File: config.mk
export PLATFORM = sky130hd
export DESIGN_NAME = z80_exec_top
export DESIGN_NICKNAME = d
export VERILOG_FILES = /design/src/common/z80_pkg.sv /design/src/logic/reg_cell.sv /design/src/logic/read_mux.sv /design/src/logic/timing_sequencer.sv /design/src/decoder/op_decoder.sv /design/src/alu/accum_alu.sv /design/src/logic/z80_exec_top.sv
export SDC_FILE = /design/constraint.sdc
export NUM_CORES = 1
export LEC_CHECK = 0
export BUFFER_PORTS_ARGS = -buffer_cell sky130_fd_sc_hd__buf_2
export CAP_MARGIN = 15
export CELL_PAD_IN_SITES_DETAIL_PLACEMENT = 0
export CELL_PAD_IN_SITES_GLOBAL_PLACEMENT = 1
export CORE_ASPECT_RATIO = 0.5
export CORE_MARGIN = 4
export CORE_UTILIZATION = 41
export CTS_CLUSTER_SIZE = 24
export DETAILED_ROUTE_END_ITERATION = 10
export PLACE_DENSITY_LB_ADDON = 0.12
export SLEW_MARGIN = 0
export SYNTH_ARGS = -nofsm -noshare
export SYNTH_HDL_FRONTEND = slang
export SYNTH_SLANG_ARGS = --single-unit
export TNS_END_PERCENT = 100
File: constraint.sdc
create_clock -name clk -period 2.81 [get_ports clk]
set_input_delay 0.1405 -clock clk [delete_from_list [all_inputs] [get_ports clk]]
set_output_delay 0.1405 -clock clk [all_outputs]
set_load 0.05 [all_outputs]
File: src/common/z80_pkg.sv
// Z80 execution slice definitions
package z80_pkg;

    localparam int NUM_REGS = 7;

    // register index as it appears in opcode bits 5:3.
    typedef logic [2:0] reg_idx_t;

    localparam reg_idx_t REG_A      = 3'd7;
    localparam reg_idx_t REG_HL_MEM = 3'd6; // memory operand (HL) has no cell behind it.

    // F byte with the most significant bit first.
    typedef struct packed {
        logic s;
        logic z;
        logic y;  // undocumented bit 5 is held at zero.
        logic h;
        logic x;  // undocumented bit 3 is held at zero.
        logic pv;
        logic n;
        logic c;
    } flags_t;

    // accumulator operations in opcode bits 5:3 order.
    typedef enum logic [2:0] {
        RLCA = 3'd0,
        RRCA = 3'd1,
        RLA  = 3'd2,
        RRA  = 3'd3,
        DAA  = 3'd4,
        CPL  = 3'd5,
        SCF  = 3'd6,
        CCF  = 3'd7
    } alu_op_t;

    typedef enum logic [1:0] {
        T_IDLE = 2'd0,
        T1     = 2'd1,
        T2     = 2'd2,
        T3     = 2'd3
    } tstate_t;

    localparam logic [1:0] GRP_TOP    = 2'b00;  // opcode bits 7:6.
    localparam logic [2:0] GRP_LD_IMM = 3'b110; // opcode bits 2:0.
    localparam logic [2:0] GRP_ACC    = 3'b111;

    localparam logic [7:0] DAA_CORR_LO = 8'h06;
    localparam logic [7:0] DAA_CORR_HI = 8'h60;

    // A sits in the last cell slot while B to L keep their own index.
    function automatic logic [2:0] cell_slot(reg_idx_t r);
        return (r == REG_A) ? 3'(NUM_REGS - 1) : r;
    endfunction

endpackage

File: src/logic/reg_cell.sv
// Generic storage cell
`timescale 1ns/1ns

module reg_cell #(
    parameter type payload_t = logic [7:0]
) (
    input  logic     clk,
    input  logic     reset,
    input  logic     we,
    input  payload_t d,
    output payload_t q
);

    always_ff @(posedge clk) begin
        if (reset) begin
            q <= '0;
        end else if (we) begin
            q <= d;
        end
    end

endmodule

File: src/logic/read_mux.sv
// Register file read port
`timescale 1ns/1ns

module read_mux (
    input  logic [z80_pkg::NUM_REGS-1:0][7:0] cells,
    input  z80_pkg::reg_idx_t                 rd_sel,
    output logic [7:0]                        rd_data
);

    logic [2:0] slot;

    assign slot = z80_pkg::cell_slot(rd_sel);

    always_comb begin
        if (rd_sel == z80_pkg::REG_HL_MEM) begin
            rd_data = '0; // no memory behind (HL).
        end else begin
            rd_data = cells[slot];
        end
    end

endmodule

File: src/logic/timing_sequencer.sv
// Instruction timing sequencer
`timescale 1ns/1ns

module timing_sequencer (
    input  logic             clk,
    input  logic             reset,
    input  logic             start,
    input  logic [7:0]       opcode,
    input  logic [7:0]       operand,
    output z80_pkg::tstate_t state,
    output logic [7:0]       op_q,
    output logic [7:0]       imm_q,
    output logic             busy,
    output logic             done
);

    always_ff @(posedge clk) begin
        if (reset) begin
            state <= z80_pkg::T_IDLE;
        end else begin
            case (state)
                z80_pkg::T_IDLE: if (start) state <= z80_pkg::T1;
                z80_pkg::T1:     state <= z80_pkg::T2;
                z80_pkg::T2:     state <= z80_pkg::T3; // decode state.
                default:         state <= z80_pkg::T_IDLE;
            endcase
        end
    end

    always_ff @(posedge clk) begin
        if (start && !busy) begin
            op_q  <= opcode;
            imm_q <= operand;
        end
    end

    assign busy = (state != z80_pkg::T_IDLE); // a start while busy is dropped.
    assign done = (state == z80_pkg::T3);

endmodule

File: src/decoder/op_decoder.sv
// Opcode and timing state decoder
`timescale 1ns/1ns

module op_decoder (
    input  z80_pkg::tstate_t             state,
    input  logic [7:0]                   op_q,
    output logic [z80_pkg::NUM_REGS-1:0] reg_we,
    output logic                         acc_we,
    output logic                         flag_we,
    output z80_pkg::alu_op_t             alu_op,
    output logic                         mem_write,
    output logic                         illegal
);

    logic     t3;
    logic     top_t3;
    logic     ld_imm_t3;
    logic     acc_t3;
    logic     mem_dst;
    logic [2:0] ld_slot;

    // the whole group tree acts only in T3.
    assign t3     = (state == z80_pkg::T3);
    assign top_t3 = t3 && (op_q[7:6] == z80_pkg::GRP_TOP);

    // second level on bits 2:0.
    assign ld_imm_t3 = top_t3 && (op_q[2:0] == z80_pkg::GRP_LD_IMM);
    assign acc_t3    = top_t3 && (op_q[2:0] == z80_pkg::GRP_ACC);

    assign mem_dst = (op_q[5:3] == z80_pkg::REG_HL_MEM);
    assign ld_slot = z80_pkg::cell_slot(op_q[5:3]);

    assign alu_op    = z80_pkg::alu_op_t'(op_q[5:3]); // operation field is bits 5:3.
    assign acc_we    = acc_t3;
    assign flag_we   = acc_t3;
    assign mem_write = ld_imm_t3 && mem_dst;
    assign illegal   = t3 && !ld_imm_t3 && !acc_t3;

    always_comb begin
        reg_we = '0;
        if (ld_imm_t3 && !mem_dst) begin
            reg_we[ld_slot] = 1'b1;
        end
        if (acc_t3) begin
            reg_we[z80_pkg::cell_slot(z80_pkg::REG_A)] = acc_we; // the ALU owns A here.
        end
    end

endmodule

File: src/alu/accum_alu.sv
// Accumulator and flag ALU
`timescale 1ns/1ns

module accum_alu (
    input  logic [7:0]       a,
    input  z80_pkg::flags_t  f_in,
    input  z80_pkg::alu_op_t op,
    output logic [7:0]       result,
    output z80_pkg::flags_t  f_out
);

    logic       lo_adj;
    logic       hi_adj;
    logic [7:0] corr;
    logic [7:0] daa_res;
    logic       daa_h;

    assign lo_adj = f_in.h || (a[3:0] > 4'd9);
    assign hi_adj = f_in.c || (a > 8'h99);

    // 0x06, 0x60 or both together as 0x66.
    always_comb begin
        corr = '0;
        if (lo_adj) begin
            corr = corr | z80_pkg::DAA_CORR_LO;
        end
        if (hi_adj) begin
            corr = corr | z80_pkg::DAA_CORR_HI;
        end
    end

    assign daa_res = f_in.n ? (a - corr) : (a + corr);
    assign daa_h   = f_in.n ? (f_in.h && (a[3:0] < 4'd6)) : (a[3:0] > 4'd9);

    always_comb begin
        result = a;
        f_out  = f_in;
        case (op)
            z80_pkg::RLCA: begin
                result  = {a[6:0], a[7]};
                f_out.c = a[7];
            end
            z80_pkg::RRCA: begin
                result  = {a[0], a[7:1]};
                f_out.c = a[0];
            end
            z80_pkg::RLA: begin
                result  = {a[6:0], f_in.c}; // rotate through carry.
                f_out.c = a[7];
            end
            z80_pkg::RRA: begin
                result  = {f_in.c, a[7:1]};
                f_out.c = a[0];
            end
            z80_pkg::DAA: begin
                result   = daa_res;
                f_out.s  = daa_res[7];
                f_out.z  = (daa_res == 8'h00);
                f_out.h  = daa_h;
                f_out.pv = ~^daa_res; // even parity.
                f_out.c  = hi_adj;
            end
            z80_pkg::CPL: begin
                result  = ~a;
                f_out.h = 1'b1;
                f_out.n = 1'b1;
            end
            z80_pkg::SCF: f_out.c = 1'b1;
            default: begin
                f_out.c = ~f_in.c;
                f_out.h = f_in.c; // CCF moves the old carry into H.
            end
        endcase
        if (op inside {z80_pkg::RLCA, z80_pkg::RRCA, z80_pkg::RLA, z80_pkg::RRA,
                       z80_pkg::SCF}) begin
            f_out.h = 1'b0;
        end
        if (op != z80_pkg::CPL && op != z80_pkg::DAA) begin
            f_out.n = 1'b0;
        end
        f_out.y = 1'b0;
        f_out.x = 1'b0;
    end

endmodule

File: src/logic/z80_exec_top.sv
// Z80 execution slice top
`timescale 1ns/1ns

module z80_exec_top (
    input  logic              clk,
    input  logic              reset,
    input  logic              start,
    input  logic [7:0]        opcode,
    input  logic [7:0]        operand,
    output logic              busy,
    output logic              done,
    output logic              illegal,
    output logic              mem_write,
    input  z80_pkg::reg_idx_t rd_sel,
    output logic [7:0]        rd_data,
    output z80_pkg::flags_t   flags
);

    z80_pkg::tstate_t                 state;
    logic [7:0]                       op_q;
    logic [7:0]                       imm_q;
    logic [z80_pkg::NUM_REGS-1:0]     reg_we;
    logic                             acc_we;
    logic                             flag_we;
    z80_pkg::alu_op_t                 alu_op;
    logic [7:0]                       alu_result;
    z80_pkg::flags_t                  alu_flags;
    logic [7:0]                       a_d;
    logic [z80_pkg::NUM_REGS-1:0][7:0] cells;

    timing_sequencer u_seq (
        .clk     (clk),
        .reset   (reset),
        .start   (start),
        .opcode  (opcode),
        .operand (operand),
        .state   (state),
        .op_q    (op_q),
        .imm_q   (imm_q),
        .busy    (busy),
        .done    (done)
    );

    op_decoder u_dec (
        .state     (state),
        .op_q      (op_q),
        .reg_we    (reg_we),
        .acc_we    (acc_we),
        .flag_we   (flag_we),
        .alu_op    (alu_op),
        .mem_write (mem_write),
        .illegal   (illegal)
    );

    accum_alu u_alu (
        .a      (cells[z80_pkg::NUM_REGS-1]),
        .f_in   (flags),
        .op     (alu_op),
        .result (alu_result),
        .f_out  (alu_flags)
    );

    assign a_d = acc_we ? alu_result : imm_q; // A loads from the ALU or the immediate.

    for (genvar i = 0; i < z80_pkg::NUM_REGS; i++) begin : g_cell
        reg_cell #(.payload_t(logic [7:0])) u_cell (
            .clk   (clk),
            .reset (reset),
            .we    (reg_we[i]),
            .d     ((i == z80_pkg::NUM_REGS - 1) ? a_d : imm_q),
            .q     (cells[i])
        );
    end

    reg_cell #(.payload_t(z80_pkg::flags_t)) u_flag_cell (
        .clk   (clk),
        .reset (reset),
        .we    (flag_we),
        .d     (alu_flags),
        .q     (flags)
    );

    read_mux u_rd (
        .cells   (cells),
        .rd_sel  (rd_sel),
        .rd_data (rd_data)
    );

endmodule

---- Word level (Yosys, flattened, before mapping) ----
Cells that the tools add are included.
storage, ports and cells
  flip-flop bits (word level) ............. 80
  output and inout port bits .............. 20
cells by class
  equal/unequal tests ..................... 19
  reductions and logical operators ........ 33
  order comparisons ....................... 6
  bitwise operators ....................... 3
  mux-type cells .......................... 22
  add/subtract/negate cells ............... 2
operators by type and width
  kind                  number
  $pmux W8 S6           1
  $mux W8               4
  $bmux W8 S3           1
  $eq A3 B3 Y1 const B  8
  $mux W7               2
  $logic_and A1 B1 Y1   11
  $reduce_and A2 Y1     5
  $mux W3               3
  $add A8 B8 Y8         1
  $gt A8 B8 Y1 const B  1
  $logic_not A8 Y1      1
  $lt A3 B4 Y1 const B  2
  $not A8 Y8            1
  $reduce_xnor A8 Y1    1
  $sub A8 B8 Y8         1
  $ne A7 B1 Y1 const B  1
  $eq A3 B2 Y1 const B  2
  $mux W1               6
  $ne A3 B3 Y1 const B  2
  $pmux W2 S3           1
  $pmux W1 S5           1
  $reduce_bool A5 Y1    1
  $reduce_or A5 Y1      1
  $eq A2 B2 Y1 const B  2
  other kinds (17)      25

---- Depth between registers and ports, before layout ----
Gate-level depths: netlist of the first run.
  word-level depth ........................ 9
  mapped depth ............................ 16
  gate-level depth less buffers ........... 16

---- Cells and area by module ----
Synthesis of the first run repeated with hierarchy kept, for this count alone.
unflattened totals
  cells, all modules ...................... 478
  area total of the unflattened synthesis .. 4660.7 um^2
by module, submodules not included
  module            cells an instance  area an instance (um^2)  instances
  reg_cell          26                 285.3                    8
  accum_alu         140                940.9                    1
  timing_sequencer  32                 623.1                    1
  read_mux          65                 530.5                    1
  op_decoder        24                 152.6                    1
  z80_exec_top      9                  131.4                    1

---- Worst setup path after synthesis of the first run ----
No wires, ideal clock.
  kind .................................... flip-flop to flip-flop
  from .................................... register u_flag_cell.q[1] (netlist bit)
  to ...................................... register u_flag_cell.q[2] (netlist bit)
  stages on the path, launching flop included .. 13
  arrival time ............................ 2.965 ns
  setup time .............................. 0.071 ns
  data required time ...................... 2.739 ns
  setup slack ............................. -0.226 ns
  cells stage by stage .................... dfxtp_1 clkbuf_1 nand2_1 ha_1 or3_1 o221a_2 a211oi_1 o2bb2ai_1 ha_1 xnor2_1 xnor2_1 nand3_1 a21oi_1
between the ends
  cells in the longest elaborated chain, start to end .. 2
ends and longest elaborated chain
  what                    line             source
  start, declared         reg_cell.sv:11   output payload_t q
  start signal, assigned  reg_cell.sv:16   q <= '0;
  start signal, assigned  reg_cell.sv:18   q <= d;
  $mux W8                 accum_alu.sv:32  assign daa_res = f_in.n ? (a - corr) : (a + corr);
  $reduce_xnor A8 Y1      accum_alu.sv:60  f_out.pv = ~^daa_res;
No other way between the ends.
A chain may end at the register's enable or synchronous reset.

---- Final worst setup path of the first run ----
  from .................................... register g_cell[6].u_cell.q[2] (netlist bit)
  to ...................................... register u_flag_cell.q[2] (netlist bit)
between the ends
  cells in the longest elaborated chain, start to end .. 7
ends and longest elaborated chain
  what                                                   line             source
  start, declared                                        reg_cell.sv:11
  start signal, assigned                                 reg_cell.sv:16
  start signal, assigned                                 reg_cell.sv:18
  $gt A4 B4 Y1                                           accum_alu.sv:18  assign lo_adj = f_in.h || (a[3:0] > 4'd9);
  $logic_or A1 B1 Y1                                     accum_alu.sv:18
  $mux W3                                                accum_alu.sv:24  if (lo_adj) begin
  $mux W7                                                accum_alu.sv:27  if (hi_adj) begin
  $add A8 B8 Y8 / $sub A8 B8 Y8 (equally long branches)  accum_alu.sv:32
  $mux W8 (*)                                            accum_alu.sv:32
  $reduce_xnor A8 Y1 (*)                                 accum_alu.sv:60
Mark *: on every way between the ends. The rest lies on a longest branch, timed or not.

==> results.json, run 1 <==
{
  "reg2reg_to": "u_flag_cell.q[2]",
  "p_leak_uw": 0.002207,
  "utilization": 0.5351,
  "max_slew_margin": 0.4955,
  "synth_area_leaders": "dfxtp_1, edfxtp_1, mux2i_1",
  "wl_per_cell_um": 17.63,
  "synth_area_mm2": 0.004373,
  "worstHoldStart": "reset",
  "reg2reg_slack_ns": 0.02,
  "async_flop_share": 0,
  "grtUsageTotal": 0.2062,
  "final_cell_mix": "nand2_1, dfxtp_1, nor2_1, a21oi_1, buf_4",
  "hold_violations": 0,
  "grt_util_met2": 0.3257,
  "arrival_ns": 3.06,
  "worstSetupPathType": "reg -> reg",
  "fin_cells": 715,
  "dp_hpwl_um": 8492,
  "netlist.area_leader.share": 0.2930,
  "multi_input_area_mm2": 0.002559,
  "fmax_mhz": 358.3,
  "diodes": 0,
  "use_met1": 0.2965,
  "num_rows": 26,
  "io_buffers": 39,
  "period_share": 0.9933,
  "rsz0062_at_grt": "true",
  "regArea_mm2": 0.001772,
  "numCtsBuffers": 9,
  "drt-vias-per-instance": 5.471,
  "maxSlewViolCount": 0,
  "finalCriticalPeriod_ns": 2.791,
  "die_height_um": 81.03,
  "hold_depth": 4,
  "ir_drop_uv": 304.6,
  "insertion_delay_ns": 0.34,
  "clock_skew_ns": 0.007721,
  "worst_pin_slew_ns": 0.7567,
  "grt_pass1_vias": 3614,
  "grt_overflow": 0,
  "dp_cells": 676,
  "start_kind": "flip-flop",
  "yosysSeqAreaShare": 0.4029,
  "cap_violations": 0,
  "first_pass_iters": 4,
  "ios": 42,
  "setup_viol": 0,
  "grt_max_degree": 62,
  "grt_pass1_wl_um": 20190,
  "yosys_warnings": 0,
  "synthCells": 497,
  "fillers": 1002,
  "cts_tree": "yes",
  "root_buffer": "clkbuf_16",
  "hp-class": "in -> reg",
  "synth_edf_count": 16,
  "start_util": 0.4240,
  "grt_use_met3": 0.04045,
  "antenna_found_initial": 0,
  "die_width_um": 154.1,
  "dieArea_mm2": 0.01248,
  "crit_required_ns": 3.08,
  "coreArea_mm2": 0.01031,
  "globalRoute.busiestLayer": "met2",
  "r2r_start": "g_cell[6].u_cell.q[2]",
  "htreeDepth": 3,
  "fin_nets": 609,
  "synth_cell_type_count": 56,
  "via_count": 3912,
  "drc": 0,
  "cts_sinks": 80,
  "pwr_density_cell_mw_per_mm2": 489.4,
  "drtIter0Drc": 348,
  "cp_max_fo": 5,
  "path_clk_slew_ns": 0.06,
  "final_common_cell": "nand2_1",
  "synth_seq_cells": 80,
  "synthToLayoutAreaGrowth_pct": 26.18,
  "cts.path.max_buffers": 2,
  "run_status": "finished, final reports clean",
  "synth.largest_area_cell": "dfxtp_1",
  "ant_nets": 0,
  "ys.flop_type": "dfxtp_1",
  "layout-drive-gt1-share": 0.2487,
  "r2r_cells": 15,
  "syn_avg_cell_area_um2": 8.799,
  "gp_congestion": 0.8004,
  "wl_um": 12610,
  "hold_end": "g_cell[6].u_cell.q[5]",
  "critPathCaptureType": "flip-flop"
}
-- logic make-up (layout without fill, tap and decap cells) --
group | count (synthesis) | in the layout | synth area share
AO/OA/AOI/OAI | 126 | 126 | 0.1900
multiplexers | 50 | 50 | 0.1219
flip-flops | 80 | 80 | 0.4029
buffers and inverters | 49 | 126 | 0.04635
XOR/XNOR | 6 | 6 | 0.01202
other | 1 | 2 | 0.0008575
AND/OR/NAND/NOR | 168 | 168 | 0.1774
adder cells (fa/ha/maj) | 17 | 17 | 0.04864
-- report_power, final --
group          switching [µW]  leakage, µW  total (µW)  internal [µW]
Sequential               66.6     0.000672        1280           1210
Clock                     484     0.000141        1140            657
Combinational             177      0.00139         281            104
-- cell type report --
cell class,instances,share of cell area
multi-input combinational,369,0.4637
tap,140,0.03175
inverter,14,0.009524
timing repair buffer,96,0.1209
sequential,80,0.3211
clock buffer,11,0.04603
clock inverter,5,0.007029
-- registers in the layout (all words and copies together) (netlist names) --
| signal | flops |
|---|---|
| u_flag_cell.q | 6 |
| g_cell.u_cell.q | 56 |
| u_seq.op_q | 8 |
| u_seq.state | 2 |
| u_seq.imm_q | 8 |
-- worst max-delay path, cell delays in order, from the launching register on --
cell and delay (ns):
dfxtp_2 0.34, o21ai_4 0.20, o211ai_1 0.13, a21oi_2 0.15, ha_1 0.17, o21ai_2 0.05, ha_1 0.36, nand2b_1 0.12
buf_4 0.15, o22ai_2 0.21, nor2_4 0.07, ha_4 0.27, xnor2_2 0.10, xnor2_1 0.14, nand3_1 0.11, a21oi_2 0.16
-- Yosys cell counts (6+ instances only) --
library cell / n
a21oi_1: 48
a221oi_1: 7
a22o_1: 8
buf_2: 6
clkbuf_1: 24
dfxtp_1: 64
edfxtp_1: 16
ha_1: 17
inv_1: 13
mux2_2: 16
mux2i_1: 33
nand2_1: 66
nand2b_1: 8
nand3_1: 19
nor2_1: 49
o21ai_0: 16
o221ai_1: 7
o22ai_1: 7
-- routing by layer --
layer,wire (µm),part of all wire
met5,0,0
met4,111,0.0088
met3,595,0.047
met2,5592,0.44
met1,6309,0.50
-- worst max-delay path by stage --
stage,start,endpoint,slack (ns),cells past startpoint
after floorplan,g_cell[6].u_cell.q[2],u_flag_cell.q[2],0.0009,15
after global placement,g_cell[6].u_cell.q[2],u_flag_cell.q[2],-0.007,15
after detailed placement,g_cell[6].u_cell.q[2],u_flag_cell.q[2],-0.07,15
after CTS,g_cell[6].u_cell.q[1],u_flag_cell.q[2],0.002,16
after global routing,g_cell[6].u_cell.q[2],u_flag_cell.q[2],-0.20,15
final,g_cell[6].u_cell.q[2],u_flag_cell.q[2],0.02,15
-- through the flow --
stage	TNS [ns]	setup WS [ns]	cell area (µm²)	hold slack, ns	power, µW
global placement	-0.006787	-0.006787	4870	0.3168	1561
global route	-0.1966	-0.1966	5518	0.1927	2820
detailed placement	-0.06505	-0.06505	4870	0.3186	1560
finish	0	0.01884	5518	0.1656	2701
CTS	0	0.001577	5391	0.1509	2726
floorplan	0	0.0008644	4395	0.2394	1466
-- repair_timing --
item                       4_1_cts  5_1_grt
gates resized for setup          9       17
hold endpoints to repair        16        0
setup endpoints to repair        1        1
hold buffers                    16        0
pin swaps                        8       11
setup buffers                    4        3
No activity file was read; power rests on OpenSTA's default activity.
==> run 2, diff against run 1 <==
--- a/config.mk
+++ b/config.mk
@@ -15,6 +15,7 @@
 export CTS_CLUSTER_SIZE = 24
 export DETAILED_ROUTE_END_ITERATION = 10
 export PLACE_DENSITY_LB_ADDON = 0.12
+export REMOVE_ABC_BUFFERS = 1
 export SLEW_MARGIN = 0
 export SYNTH_ARGS = -nofsm -noshare
 export SYNTH_HDL_FRONTEND = slang
==> run 2 against run 1 <==
The flow now finishes with violations (negative setup slack). Combinational power rose by 4%. Critical path depth is 1 lower. Worst hold slack better by 0.025 ns. Final cell count increased by 0.98%. Count of clock-buffer cells in the layout did not move. Die area did not move. Critical endpoint unchanged. Largest cell class unchanged.
==> results.json, run 2 (synthesis results as in run 1) <==
{
  "grt_pass1_wl_um": 19670,
  "rsz0062_at_grt": "true",
  "p_leak_uw": 0.002234,
  "layout-drive-gt1-share": 0.2474,
  "diodes": 0,
  "insertion_delay_ns": 0.35,
  "coreArea_mm2": 0.01031,
  "drc": 0,
  "fmax_mhz": 353.6,
  "setup_viol": 1,
  "cts.path.max_buffers": 2,
  "crit_required_ns": 3.09,
  "grt_pass1_vias": 3590,
  "synthToLayoutAreaGrowth_pct": 26.44,
  "place_ws_ns": -0.2021,
  "wl_um": 12470,
  "final_common_cell": "nand2_1",
  "cap_violations": 0,
  "ir_drop_uv": 259.6,
  "grt_overflow": 0,
  "finalCriticalPeriod_ns": 2.828,
  "dieArea_mm2": 0.01248,
  "start_kind": "flip-flop",
  "fin_nets": 616,
  "run_status": "finished with violations",
  "antenna_found_initial": 0,
  "max_slew_margin": 0.4576,
  "drtIter0Drc": 301,
  "numCtsBuffers": 9,
  "hold_violations": 0,
  "cts_sinks": 80,
  "power_uw": 2777,
  "die_height_um": 81.03,
  "violations": "negative setup slack",
  "placed_area_mm2": 0.004927,
  "root_buffer": "clkbuf_16",
  "hp-class": "in -> reg",
  "worstSetupPathType": "reg -> reg",
  "cts_tree": "yes",
  "setup_ws_ns": -0.01816,
  "path_clk_slew_ns": 0.06,
  "first_pass_iters": 5,
  "arrival_ns": 3.10,
  "via_count": 3929,
  "critPathCaptureType": "flip-flop",
  "die_width_um": 154.1,
  "drt-vias-per-instance": 5.442,
  "largest_reg_flops": 56,
  "regMostFlops": "g_cell.u_cell.q",
  "num_rows": 26,
  "gp_congestion": 0.8121,
  "cp_max_fo": 5,
  "start_util": 0.4240,
  "period_share": 1.006,
  "reg2reg_slack_ns": -0.02,
  "grtUsageTotal": 0.2016,
  "clock_skew_ns": 0.008404,
  "maxSlewViolCount": 0,
  "ios": 42,
  "pwr_density_cell_mw_per_mm2": 502.2,
  "ant_nets": 0,
  "postLayoutCellArea_mm2": 0.005529,
  "htreeDepth": 3,
  "io_buffers": 39,
  "final_cell_mix": "nand2_1, dfxtp_1, nor2_1, a21oi_1, buf_4",
  "top_regs": "g_cell.u_cell.q x56, u_seq.imm_q x8, u_seq.op_q x8",
  "worst_pin_slew_ns": 0.8137,
  "dp_hpwl_um": 8370,
  "grt_max_degree": 49,
  "wl_per_cell_um": 17.28
}
run 2: cell count changes in the layout (fill, tap and decap cells not counted), sizes merged:
cell    delta
clkinv     -1
buf        +7
bufinv     +1
run 2: per-stage QoR:
stage                     setup TNS (ns)  utilization  instances  hold slack [ns]
after CTS                       -0.09862       0.5251        718           0.1895
final                           -0.01816       0.5362        722           0.1907
after global placement           -0.1606       0.4778        686           0.3172
after global routing             -0.1372       0.5362        722           0.2051
after detailed placement         -0.2021       0.4778        686           0.3188
after floorplan                  -0.2639            -        463           0.2096
run 2: per-layer routing:
metal	global-route usage	wire, µm	vias up
met3	0.05216	759	7
met4	0.04317	92	0
met2	0.3013	5289	105
met1	0.2934	6333	1864
li1	-	-	1953
met5	0	0	-
run 2: cell type report:
cell class                      instances  area (µm²)
Tap cell                              140       175.2
Sequential cell                        80        1765
Multi-Input combinational cell        369        2510
Timing Repair Buffer                  103       719.4
Clock buffer                           11       242.7
Clock inverter                          5       63.81
Inverter                               14       52.55
Fill cell                             987        4783
run 2: what timing repair did:
action	4_1_cts	5_1_grt
setup buffers	0	4
hold endpoints to repair	16	0
hold buffers	16	0
gates resized for setup	7	18
pin swaps	10	10
endpoints found under the setup margin	1	2
run 2: worst max-delay path, stage by stage, from the launching register on:
cell and delay (ns):
dfxtp_2 0.34, o21ai_2 0.06, buf_6 0.12, nand2b_4 0.08
nand2_1 0.06, ha_1 0.23, or3_1 0.38, o221a_2 0.25
a211oi_1 0.26, o2bb2ai_1 0.17, ha_4 0.27, xnor2_2 0.13
xnor2_1 0.15, nand3_1 0.09, a21oi_1 0.16
run 2: final timing paths:
kind	startpoint	end	cells after the start
setup / recovery	g_cell[6].u_cell.q[2]	u_flag_cell.q[2]	14
hold / removal	reset	u_seq.state[1]	2
setup reg to reg	g_cell[6].u_cell.q[2]	u_flag_cell.q[2]	14
hold reg to reg	g_cell[2].u_cell.q[5]	g_cell[2].u_cell.q[5]	2
run 2: power by group:
part | total [µW] | internal (µW) | switching, µW | leakage, µW
registers | 1270 | 1210 | 58.9 | 0.000670
logic | 291 | 106 | 185 | 0.00142
clock network | 1210 | 719 | 495 | 0.000146
